<file path="src/logic/filter_consts.svh">
`ifndef FILTER_CONSTS_SVH
`define FILTER_CONSTS_SVH

// Frame size of the raster stream.
// It is fixed when the design is built.
`define FRAME_HEIGHT 6
`define FRAME_WIDTH 8

// Edge of the square neighbourhood.
// The Gaussian kernel in the filter is only defined for an edge of 3.
`define WINDOW_SIZE 3

// Bits per pixel, both at the input and at the result.
`define PIXEL_WIDTH 8

`endif

</file>
<file path="src/logic/filter_pkg.sv">
`include "filter_consts.svh"

package filter_pkg;

    // One pixel of the raster stream.
    typedef logic [`PIXEL_WIDTH-1:0] pixel_t;

    // A square neighbourhood of pixels.
    // Row 0 is the oldest row and column 0 is the leftmost pixel.
    typedef pixel_t [0:`WINDOW_SIZE-1][0:`WINDOW_SIZE-1] window_t;

    // Kernel sums before the final shift.
    // The largest value is 16 * 255, which needs 12 bits.
    typedef logic [11:0] weighted_sum_t;

    // Raster coordinates inside one frame.
    typedef logic [$clog2(`FRAME_HEIGHT)-1:0] row_t;
    typedef logic [$clog2(`FRAME_WIDTH)-1:0] column_t;

endpackage : filter_pkg

</file>
<file path="src/logic/window_stream_if.sv">
`timescale 1ns/10ps

// Carries one neighbourhood per transfer from the sliding window to the filter.
// A window moves on a clock edge where valid and ready are both high.
interface window_stream_if;

    logic valid;
    logic ready;
    filter_pkg::window_t window;

    // High on the final window of a frame.
    logic last;

    modport source (
        output valid,
        output window,
        output last,
        input ready
    );

    modport sink (
        input valid,
        input window,
        input last,
        output ready
    );

endinterface : window_stream_if

</file>
<file path="src/logic/dual_port_ram.sv">
`timescale 1ns/10ps
`include "filter_consts.svh"

// Line buffer with one registered read port and one write port.
module dual_port_ram #(
    parameter int item_count = `FRAME_WIDTH,
    parameter int data_width = `PIXEL_WIDTH
) (
    input logic clock_i,

    input logic read_enable_i,
    input filter_pkg::column_t read_address_i,
    output filter_pkg::pixel_t read_data_o,

    input logic write_enable_i,
    input filter_pkg::column_t write_address_i,
    input filter_pkg::pixel_t write_data_i
);

    logic [data_width-1:0] memory [item_count];

    always_ff @(posedge clock_i) begin
        if (write_enable_i) begin
            memory[write_address_i] <= data_width'(write_data_i);
        end
    end

    // The read data holds its value until the next enabled read.
    always_ff @(posedge clock_i) begin
        if (read_enable_i) begin
            read_data_o <= filter_pkg::pixel_t'(memory[read_address_i]);
        end
    end

endmodule : dual_port_ram

</file>
<file path="src/logic/gaussian_filter.sv">
`timescale 1ns/10ps
`include "filter_consts.svh"

// Two-stage 3x3 Gaussian smoothing with the 1-2-1 / 2-4-2 / 1-2-1 kernel.
// The result is rounded and divided by 16.
module gaussian_filter (
    input logic clock_i,
    input logic reset_i,

    window_stream_if.sink window_i,

    output logic result_valid_o,
    input logic result_ready_i,
    output filter_pkg::pixel_t result_data_o,
    output logic result_last_o
);

    logic advance;
    filter_pkg::weighted_sum_t row_sum [`WINDOW_SIZE];

    logic stage_one_valid;
    logic stage_one_last;
    filter_pkg::weighted_sum_t stage_one_sum [`WINDOW_SIZE];

    filter_pkg::weighted_sum_t kernel_sum;

    // Both stages move together, so back-pressure freezes the whole pipeline.
    // A bubble in stage two lets it move even when the sink is not ready.
    assign advance = !result_valid_o || result_ready_i;
    assign window_i.ready = advance;

    // Horizontal pass, weights 1, 2 and 1 along each row.
    always_comb begin
        for (int r = 0; r < `WINDOW_SIZE; r++) begin
            row_sum[r] =
                filter_pkg::weighted_sum_t'(window_i.window[r][0]) +
                (filter_pkg::weighted_sum_t'(window_i.window[r][1]) << 1) +
                filter_pkg::weighted_sum_t'(window_i.window[r][2]);
        end
    end

    always_ff @(posedge clock_i) begin
        if (!reset_i) begin
            stage_one_valid <= 1'b0;
            stage_one_last <= 1'b0;
        end else if (advance) begin
            stage_one_valid <= window_i.valid;
            stage_one_last <= window_i.valid && window_i.last;
        end
    end

    always_ff @(posedge clock_i) begin
        if (advance) begin
            for (int r = 0; r < `WINDOW_SIZE; r++) begin
                stage_one_sum[r] <= row_sum[r];
            end
        end
    end

    // Vertical pass, with 8 added for round-to-nearest before the divide.
    assign kernel_sum =
        stage_one_sum[0] +
        (stage_one_sum[1] << 1) +
        stage_one_sum[2] +
        filter_pkg::weighted_sum_t'(8);

    always_ff @(posedge clock_i) begin
        if (!reset_i) begin
            result_valid_o <= 1'b0;
            result_last_o <= 1'b0;
        end else if (advance) begin
            result_valid_o <= stage_one_valid;
            result_last_o <= stage_one_last;
        end
    end

    always_ff @(posedge clock_i) begin
        if (advance) begin
            result_data_o <= filter_pkg::pixel_t'(kernel_sum >> 4);
        end
    end

endmodule : gaussian_filter

</file>
<file path="src/logic/image_filter_top.sv">
`timescale 1ns/10ps

// Streaming smoothing subsystem.
// Pixels come in raster order, smoothed pixels leave in raster order.
module image_filter_top (
    input logic clock_i,
    input logic reset_i,

    // Raster pixel input.
    input logic pixel_valid_i,
    output logic pixel_ready_o,
    input filter_pkg::pixel_t pixel_data_i,

    // Smoothed pixel output, one per window.
    output logic result_valid_o,
    input logic result_ready_i,
    output filter_pkg::pixel_t result_data_o,
    output logic result_last_o
);

    window_stream_if window_stream ();

    sliding_window window_unit (
        .clock_i(clock_i),
        .reset_i(reset_i),
        .pixel_valid_i(pixel_valid_i),
        .pixel_ready_o(pixel_ready_o),
        .pixel_data_i(pixel_data_i),
        .window_o(window_stream.source)
    );

    gaussian_filter filter_unit (
        .clock_i(clock_i),
        .reset_i(reset_i),
        .window_i(window_stream.sink),
        .result_valid_o(result_valid_o),
        .result_ready_i(result_ready_i),
        .result_data_o(result_data_o),
        .result_last_o(result_last_o)
    );

endmodule : image_filter_top

</file>
<file path="src/logic/sliding_window.sv">
`timescale 1ns/10ps
`include "filter_consts.svh"

// Turns a raster pixel stream into a stream of square neighbourhoods.
// No padding is applied, so the first rows and columns of a frame give no window.
module sliding_window #(
    parameter int frame_height = `FRAME_HEIGHT,
    parameter int frame_width = `FRAME_WIDTH
) (
    input logic clock_i,
    input logic reset_i,

    input logic pixel_valid_i,
    output logic pixel_ready_o,
    input filter_pkg::pixel_t pixel_data_i,

    window_stream_if.source window_o
);

    // Previous rows live in line buffers, earlier columns in a shift register.
    localparam int ram_rows = `WINDOW_SIZE - 1;
    localparam int shift_columns = `WINDOW_SIZE - 1;

    logic accept;
    filter_pkg::row_t row;
    filter_pkg::row_t next_row;
    filter_pkg::column_t column;
    filter_pkg::column_t next_column;
    int ram_row;
    filter_pkg::pixel_t ram_read_data [ram_rows];
    filter_pkg::pixel_t right_column [`WINDOW_SIZE];
    filter_pkg::pixel_t shift_data [`WINDOW_SIZE][shift_columns];

    assign accept = pixel_valid_i && pixel_ready_o;

    // Raster position of the next pixel, wrapping at the end of the frame.
    always_comb begin
        if (column == filter_pkg::column_t'(frame_width - 1)) begin
            next_column = '0;
            if (row == filter_pkg::row_t'(frame_height - 1)) begin
                next_row = '0;
            end else begin
                next_row = row + 1'b1;
            end
        end else begin
            next_column = column + 1'b1;
            next_row = row;
        end
    end

    always_ff @(posedge clock_i) begin
        if (!reset_i) begin
            row <= '0;
            column <= '0;
        end else if (accept) begin
            row <= next_row;
            column <= next_column;
        end
    end

    // Frame row r is stored in line buffer r mod ram_rows.
    // That buffer therefore still holds the oldest row at the current column.
    assign ram_row = int'(row) % ram_rows;

    // Each buffer reads the next column ahead of time, so its data is ready
    // when the next pixel arrives.
    for (genvar i = 0; i < ram_rows; i++) begin : g_line_buffer
        dual_port_ram #(
            .item_count(frame_width),
            .data_width(`PIXEL_WIDTH)
        ) line_buffer (
            .clock_i(clock_i),
            .read_enable_i(accept),
            .read_address_i(next_column),
            .read_data_o(ram_read_data[i]),
            .write_enable_i(accept && ram_row == i),
            .write_address_i(column),
            .write_data_i(pixel_data_i)
        );
    end : g_line_buffer

    // The rightmost window column takes the buffered rows in age order,
    // then the live pixel at the bottom.
    always_comb begin
        for (int i = 0; i < ram_rows; i++) begin
            right_column[i] = ram_read_data[(ram_row + i) % ram_rows];
        end
        right_column[`WINDOW_SIZE-1] = pixel_data_i;
    end

    // Older columns move one step left on every accepted pixel.
    always_ff @(posedge clock_i) begin
        if (accept) begin
            for (int r = 0; r < `WINDOW_SIZE; r++) begin
                for (int c = 0; c < shift_columns - 1; c++) begin
                    shift_data[r][c] <= shift_data[r][c+1];
                end
                shift_data[r][shift_columns-1] <= right_column[r];
            end
        end
    end

    always_comb begin
        for (int r = 0; r < `WINDOW_SIZE; r++) begin
            for (int c = 0; c < shift_columns; c++) begin
                window_o.window[r][c] = shift_data[r][c];
            end
            window_o.window[r][`WINDOW_SIZE-1] = right_column[r];
        end
    end

    // A pixel is only taken when the filter can take the window it may complete.
    assign pixel_ready_o = reset_i && window_o.ready;

    assign window_o.valid =
        reset_i && pixel_valid_i &&
        row >= filter_pkg::row_t'(`WINDOW_SIZE - 1) &&
        column >= filter_pkg::column_t'(`WINDOW_SIZE - 1);

    // The window ending at the bottom-right pixel closes the frame.
    assign window_o.last =
        row == filter_pkg::row_t'(frame_height - 1) &&
        column == filter_pkg::column_t'(frame_width - 1);

endmodule : sliding_window

</file>
<file path="config.mk">
export PLATFORM = sky130hd
export DESIGN_NAME = image_filter_top
export DESIGN_NICKNAME = d
export VERILOG_FILES = /design/src/logic/filter_pkg.sv /design/src/logic/window_stream_if.sv /design/src/logic/dual_port_ram.sv /design/src/logic/gaussian_filter.sv /design/src/logic/image_filter_top.sv /design/src/logic/sliding_window.sv
export VERILOG_INCLUDE_DIRS = /design/src /design/src/logic
export SDC_FILE = /design/constraint.sdc
export NUM_CORES = 1
export LEC_CHECK = 0
export BUFFER_PORTS_ARGS = -buffer_cell sky130_fd_sc_hd__buf_2
export CORE_MARGIN = 2
export CORE_UTILIZATION = 49
export CTS_BUF_LIST = sky130_fd_sc_hd__clkbuf_2
export CTS_CLUSTER_SIZE = 40
export DETAILED_ROUTE_END_ITERATION = 16
export PLACE_DENSITY_LB_ADDON = 0.1
export SLEW_MARGIN = 20
export SYNTH_ARGS = -nofsm -noshare
export SYNTH_HDL_FRONTEND = slang
export SYNTH_SLANG_ARGS = --single-unit
</file>
<file path="constraint.sdc">
create_clock -name clock_i -period 3.9 [get_ports clock_i]
set_clock_uncertainty 0.1 [all_clocks]
set_input_delay 0.39 -clock clock_i [delete_from_list [all_inputs] [get_ports clock_i]]
set_output_delay 0.39 -clock clock_i [all_outputs]
set_load 0.005 [all_outputs]
</file>
==> results.md, run 1 <==
* Crit path launch type: flip-flop
* Setup bufs post-CTS at 0
* Synth-to-Final Area Change at 10.7%
* Setup CP Type: reg2reg
* Reg clk slew, reported paths at 0.10 ns
* Global route overflow at 0
* Status: completed
* Placeable core area at between 20000 and 25000 sq um
* Global-route wire length before repair at 36000 microns
* Fillers at 1919
* Synthesized Nets at 876
* DRT Wirelength at 22800 microns
* ANT nets after route at 0
* Most frequent cell after synthesis: edfxtp_1
* Yosys reg bits at 243
* Final hold violation count at 0
* CTS buffer count at between 60 and 70
* Htree depth at 3
* Aggregate global-route resource usage at 0.194
* Pins over their slew limit at 0
* Dominant synthesized flop cell: edfxtp_1
* # Max-Cap Violations at 0
* Initial DRC count at around 400
* Pre-CTS WS at 0.440 ns
* Unrepaired setup endpoints after global routing: false
* IO Count at 23
* Initial Util at 0.501
* Residual DRC count at 0
* Initial antenna violation count at 2
* Final Util at 0.555
* CTS max path bufs at 3
* Reg2reg path depth at 16
* First-pass DRT Iterations at 5
* Vias at 6655
* WL/cell at ~18 microns
* Vias in the first global route at 6959
* Top cell type's share of synthesized area at 0.613
* Sum Neg Setup Slack at 0 ns
* Min-Delay Path Class: reg2reg
* Via/cell ratio at between 5 and 6
* Flop-to-flop setup slack at 0.37 ns
* Sequential share of the synthesized area at 0.631
* Die H at 157 microns
* Maximum VDD drop at 0.356 mV
* Yosys top cell by area: edfxtp_1
* FF+latch area at roughly 7200 sq um
* Dpl cell area at ~12000 sq um
* RD Place Congestion at 0.840
* Finished Cell Area at roughly 13000 sq um
* Synth Area per Inst at around 15 sq um
* Synth warn at 0
* Die Area at approximately 25000 sq um
* Actual slew at the worst max-slew pin at 0.888 ns
* Required @ worst endpoint at 4.35 ns
* Syn Inst Count at 784
* Port Buffer Count at 22
* Setup crit end: filter_unit.stage_one_sum[0][33]
* Tcrit/Tclk final at 0.904
* Largest net degree at the start of global routing at 55
* Rows at 55
* Pleak at around 4.7 nW
* Syn Std Cell Area at 11400 sq um
* Clk sinks at 243
* Worst rel slew slack at 0.407
* Critical Path Fanout Max at 4
* Post-synth EDFFs at 233
* CTS tree: yes
* Peak Freq at 284 MHz
* Critical R2R Capture: filter_unit.stage_one_sum[0][33]
* Ratio of cells with drive above 1 in the final layout at 0.188
* Clock Tree Root: clkbuf_2
* Cell variety after synth at 64
* Largest cells by area after synthesis: edfxtp_1 61%, ha_1 7.0%, mux4_2 3.2%
* Min Clock Period, post-route at roughly 3.5 ns
* Fraction of registers with async set/reset at 0
* CP startpoint: window_unit.shift_data[2][0]
* CP Data Arrival Time at 3.98 ns
* P per Cell Area at 549 nW/um^2
* DIE WIDTH at 157 microns
* Post-DP HPWL at 14900 microns
* Top cells by count, synth: 233 x edfxtp_1, 64 x ha_1, 60 x nor2_1
* Final Net Count at 967
* Final WS setup at approximately 0.37 ns
* RR Startpoint: window_unit.shift_data[2][0]
* Clock Latency Late Sink at ~0.85 ns
* Final setup vio count at 0
* Multi-input gate area at 3950 sq um
* CP endpoint kind: flip-flop
final cells by class:
type | instances | area share
well taps | 313 | 0.0310
multi-input cells | 474 | 0.312
inverters | 46 | 0.0137
diodes | 2 | 0.000396
repair buffers | 44 | 0.0244
clock buffers | 89 | 0.0353
clock inverters | 28 | 0.0131
flip-flops and latches | 243 | 0.570
logic make-up (layout without fill, tap and decap cells):
logic type | Yosys count | after routing | synth area share
DFF | 243 | 243 | 0.631
AOI/OAI and AO/OA | 163 | 163 | 0.100
and+or+nand+nor | 156 | 156 | 0.0658
adders and majority gates | 81 | 81 | 0.0991
buffers and inverters | 67 | 207 | 0.0238
xor gates and xnor gates | 40 | 40 | 0.0307
muxes | 34 | 34 | 0.0492
other | 0 | 2 | 0
cell usage in the layout, fill, tap and decap left out, types with 13 or more instances in the layout:
cell	instances
dlygate4sd3_1	13
nor2_1	60
edfxtp_1	233
ha_1	64
mux4_2	16
xnor2_1	35
o31a_1	14
inv_1	44
buf_2	22
mux2_2	17
o21a_1	14
fa_1	16
o21ai_0	31
clkinv_1	20
clkbuf_2	89
a21oi_1	25
nand2_1	37
power breakdown:
part	internal, mW	switching (mW)	total, mW
clock network	0.712	1.07	1.78
logic	0.888	1.01	1.90
registers	3.18	0.0843	3.26
metrics by stage:
step,power [mW],hold WS (ns),std cells
finish,6.94,0.340,1239
global route,7.42,0.331,1239
CTS,7.03,0.295,1237
detailed placement,5.21,0.343,1107
global placement,5.14,0.340,1107
floorplan,4.76,0.333,784
worst max-delay path, stage by stage (launching register included):
cell	delay, ns
edfxtp_1	0.40
ha_1	0.25
inv_1	0.08
fa_1	0.20
nor2b_1	0.07
o31a_1	0.25
nor2_1	0.28
inv_1	0.07
a21oi_1	0.18
xnor2_1	0.09
ha_1	0.30
o21ai_0	0.08
nor2_1	0.18
a31oi_1	0.14
o31ai_1	0.32
a22o_1	0.21
a21oi_1	0.07
metal layers:
layer,routed length [microns],share of wire,vias to the layer above,GRT usage
li1,-,-,3216,-
met1,10200,0.45,3262,0.250
met2,11100,0.49,137,0.321
met3,1040,0.045,40,0.0504
met4,476,0.021,0,0.0682
met5,0,0,-,0
repair_timing:
item,4_1_cts,5_1_grt
resized for setup,0,1
hold buffers,13,0
hold endpoints to repair,146,0
endpoints found under the setup margin,0,1
worst min path at each step:
stage                                          to  depth (start not counted)                         start  slack [ns]
finish               window_unit.shift_data[0][8]                          0  window_unit.shift_data[0][0]        0.34
global route                   window_unit.row[0]                          3                       reset_i        0.33
detailed placement  window_unit.shift_data[2][10]                          0  window_unit.shift_data[2][2]        0.34
floorplan           window_unit.shift_data[0][10]                          0  window_unit.shift_data[0][2]        0.33
CTS                     filter_unit.result_last_o                          5                result_ready_i        0.30
global placement     window_unit.shift_data[2][8]                          0  window_unit.shift_data[2][0]        0.34
flip-flops by register name (all words and copies together) (netlist names):
signal / flops
window_unit.g_line_buffer.line_buffer.read_data_o: 16
filter_unit.result_valid_o: 1
window_unit.row: 3
window_unit.column: 3
filter_unit.stage_one_valid: 1
filter_unit.result_data_o: 8
window_unit.g_line_buffer.line_buffer.memory: 128
filter_unit.stage_one_sum: 33
filter_unit.result_last_o: 1
filter_unit.stage_one_last: 1
window_unit.shift_data: 48
Note: power is estimated with default switching activity, not from simulation.
==> run 2, diff against run 1 <==
--- a/config.mk
+++ b/config.mk
@@ -7,6 +7,7 @@
 export NUM_CORES = 1
 export LEC_CHECK = 0
 export BUFFER_PORTS_ARGS = -buffer_cell sky130_fd_sc_hd__buf_2
+export CORE_ASPECT_RATIO = 1.2
 export CORE_MARGIN = 2
 export CORE_UTILIZATION = 49
 export CTS_BUF_LIST = sky130_fd_sc_hd__clkbuf_2
==> run 2 against run 1 <==
Effect of this change: via count decreased by 1.4%; worst hold slack worse by 0.013 ns; sequential cell count did not move; critical endpoint unchanged; largest cell class unchanged; largest power group unchanged.
==> results.md, run 2 (synthesis gave the netlist of run 1 again) <==
* Biggest register: window_unit.g_line_buffer.line_buffer.memory (unchanged)
* Crit path launch type: flip-flop (unchanged)
* CP Data Arrival Time at 4.11 ns (was 3.98 ns)
* RR Startpoint: window_unit.shift_data[2][1] (was window_unit.shift_data[2][0])
* Htree depth at 2 (was 3)
* CTS buffer count at 58 (was 66)
* Met3 track utilization from global routing at 0.0353 (was 0.0504)
* Final Net Count at 958 (was 967)
* Clock Latency Late Sink at 0.86 ns (was 0.85 ns)
* Flop-to-flop setup slack at 0.33 ns (was 0.37 ns)
* # Max-Cap Violations at 0 (unchanged)
* CP endpoint kind: flip-flop (unchanged)
* Most Used Layer, Global Route: met2 (unchanged)
* Worst rel slew slack at 0.430 (was 0.407)
* Required @ worst endpoint at 4.44 ns (was 4.35 ns)
* Regs by FF count: window_unit.g_line_buffer.line_buffer.memory (128), window_unit.shift_data (48), filter_unit.stage_one_sum (33) (unchanged)
* Initial Util at 0.495 (was 0.501)
* DIE WIDTH at 143 microns (was 157 microns)
* Clock Tree Root: clkbuf_2 (unchanged)
* WL/cell at 18.2 microns (was 18.4 microns)
* Die H at 171 microns (was 157 microns)
* Min-Delay Path Class: in2reg (was reg2reg)
* Setup CP Type: reg2reg (unchanged)
* P per Cell Area at 534 nW/um^2 (was 549 nW/um^2)
* Residual DRC count at 0 (unchanged)
* Rows at 61 (was 55)
* Final hold violation count at 0 (unchanged)
* CTS max path bufs at 3 (unchanged)
* Port Buffer Count at 22 (unchanged)
* Multi-input gate area at 3940 sq um (was 3950 sq um)
* Min Clock Period, post-route at 3.57 ns (was 3.53 ns)
* CP max-delay cell: edfxtp_1 (unchanged)
* Die Area at 24500 sq um (about the same)
* Pleak at 4.65 nW (was 4.71 nW)
* Clk sinks at 243 (unchanged)
* Critical Path Fanout Max at 5 (was 4)
* Setup bufs post-CTS at 0 (unchanged)
* Global route overflow at 0 (unchanged)
* Largest net degree at the start of global routing at 51 (was 55)
* Placeable core area at 23000 sq um (was 22800 sq um)
* Commonest non-fill, non-tap cell in the layout: edfxtp_1 (unchanged)
* Status: completed (unchanged)
* CP peak stage delay at 0.43 ns (was 0.40 ns)
* Post-DP HPWL at 15100 microns (was 14900 microns)
* Most frequent cells in the layout: 233 x edfxtp_1, 83 x clkbuf_2, 64 x ha_1, 60 x nor2_1, 44 x inv_1 (was 233 x edfxtp_1, 89 x clkbuf_2, 64 x ha_1, 60 x nor2_1, 44 x inv_1)
* Actual slew at the worst max-slew pin at 0.854 ns (was 0.888 ns)
* Final Util at 0.543 (was 0.555)
* Critical R2R Capture: filter_unit.stage_one_sum[0][33] (unchanged)
* Hold Path End: window_unit.row[2] (was window_unit.shift_data[0][8])
* Pwr Total at 6.69 mW (was 6.94 mW)
* Top delay family on crit path: compound AO/OA/AOI/OAI gates (unchanged)
* Reg2reg path depth at 12 (was 16)
* Worst hold path depth at 3 (was 0)
* Initial antenna violation count at 1 (was 2)
* RD Place Congestion at 0.789 (was 0.840)
* Ratio of cells with drive above 1 in the final layout at 0.179 (was 0.188)
* Aggregate global-route resource usage at 0.189 (was 0.194)
* Global-route wire length before repair at 35200 microns (was 36000 microns)
* DRT Wirelength at 22300 microns (was 22800 microns)
* Final setup vio count at 0 (unchanged)
* Tcrit/Tclk final at 0.914 (was 0.904)
* Sum Neg Setup Slack at 0 ns (unchanged)
* Pins over their slew limit at 0 (unchanged)
* Min-delay src: reset_i (was window_unit.shift_data[0][0])
* First-pass DRT Iterations at 4 (was 5)
* Synth-to-Final Area Change at 9.68% (was 10.7%)
* Initial DRC count at 389 (was 402)
* Crit path cell chain: ha_1 -> a211oi_1 -> o21bai_1 -> a21oi_1 -> xnor2_1 -> ha_1 -> a2111oi_0 -> o21ai_1 -> a31oi_1 -> o31ai_1 -> a22o_1 -> a21oi_1 (was ha_1 -> inv_1 -> fa_1 -> nor2b_1 -> o31a_1 -> nor2_1 -> inv_1 -> a21oi_1 -> xnor2_1 -> ha_1 -> o21ai_0 -> nor2_1 -> a31oi_1 -> o31ai_1 -> a22o_1 -> a21oi_1)
* ANT nets after route at 0 (unchanged)
* Via/cell ratio at 5.35 (was 5.37)
* IO Count at 23 (unchanged)
* Global-route track usage on met2 at 0.337 (was 0.321)
* CTS tree: yes (unchanged)
* WP buf/inv at 0 (was 2)
* Peak Freq at 281 MHz (was 284 MHz)
* Vias in the first global route at 6853 (was 6959)
* Unrepaired setup endpoints after global routing: false (unchanged)
* Maximum VDD drop at 0.312 mV (was 0.356 mV)
* Fillers at 1980 (was 1919)
* Max reg flops at 128 (unchanged)
* Reg clk slew, reported paths at 0.10 ns (about the same)
* FF+latch area at 7200 sq um (unchanged)
* Vias at 6565 (was 6655)
* Met1 GRT Util at 0.224 (was 0.250)
[run 2: area by class of cell]
class / count / share of cell area
Antenna cell: 1 / 0.000200
Clock inverter: 21 / 0.00730
Tap cell: 315 / 0.0315
Inverter: 46 / 0.0138
Clock buffer: 83 / 0.0332
Sequential cell: 243 / 0.575
Timing Repair Buffer: 43 / 0.0238
Multi-Input combinational cell: 474 / 0.315
[run 2: power by group]
group | internal (mW) | switching (mW) | leakage (nW)
combinational | 0.875 | 0.988 | 1.98
clock | 0.579 | 0.989 | 0.387
sequential | 3.18 | 0.0780 | 2.28
[run 2: worst min-delay path: stages]
cell and delay (ns):
dlygate4sd3_1 0.53, buf_2 0.18, nor2b_1 0.14
[run 2: what timing repair did]
action                                 CTS  global route
setup endpoints to repair                0             0
endpoints found under the hold margin  146             0
gates resized for setup                  0             0
hold buffers                            12             0
[run 2: worst max path at each step]
stage / from / endpoint / slack (ns) / cells after the start
after floorplan: filter_unit.result_valid_o / flip-flop / 0.06 / 7
after global routing: window_unit.shift_data[2][1] / filter_unit.stage_one_sum[0][33] / 0.03 / 12
after CTS: window_unit.shift_data[2][1] / filter_unit.stage_one_sum[0][33] / 0.37 / 12
final: window_unit.shift_data[2][1] / filter_unit.stage_one_sum[0][33] / 0.33 / 12
after detailed placement: window_unit.shift_data[2][1] / filter_unit.stage_one_sum[0][33] / 0.41 / 12
after global placement: window_unit.shift_data[2][1] / filter_unit.stage_one_sum[0][33] / 0.56 / 12
[run 2: metrics by stage]
| stage | hold WS [ns] | std cells | instance area (sq um) | setup WS [ns] |
|---|---|---|---|---|
| after detailed placement | 0.344 | 1109 | 11900 | 0.411 |
| after floorplan | 0.333 | 784 | 11400 | 0.0587 |
| after global placement | 0.342 | 1109 | 11900 | 0.563 |
| after global routing | 0.261 | 1226 | 12500 | 0.0303 |
| final | 0.327 | 1226 | 12500 | 0.335 |
| after CTS | 0.236 | 1225 | 12500 | 0.372 |
[run 2: layer usage]
| layer | vias to the layer above | share of wire |
|---|---|---|
| met5 | - | 0 |
| li1 | 3191 | - |
| met1 | 3166 | 0.41 |
| met3 | 54 | 0.040 |
| met4 | 0 | 0.031 |
| met2 | 154 | 0.51 |
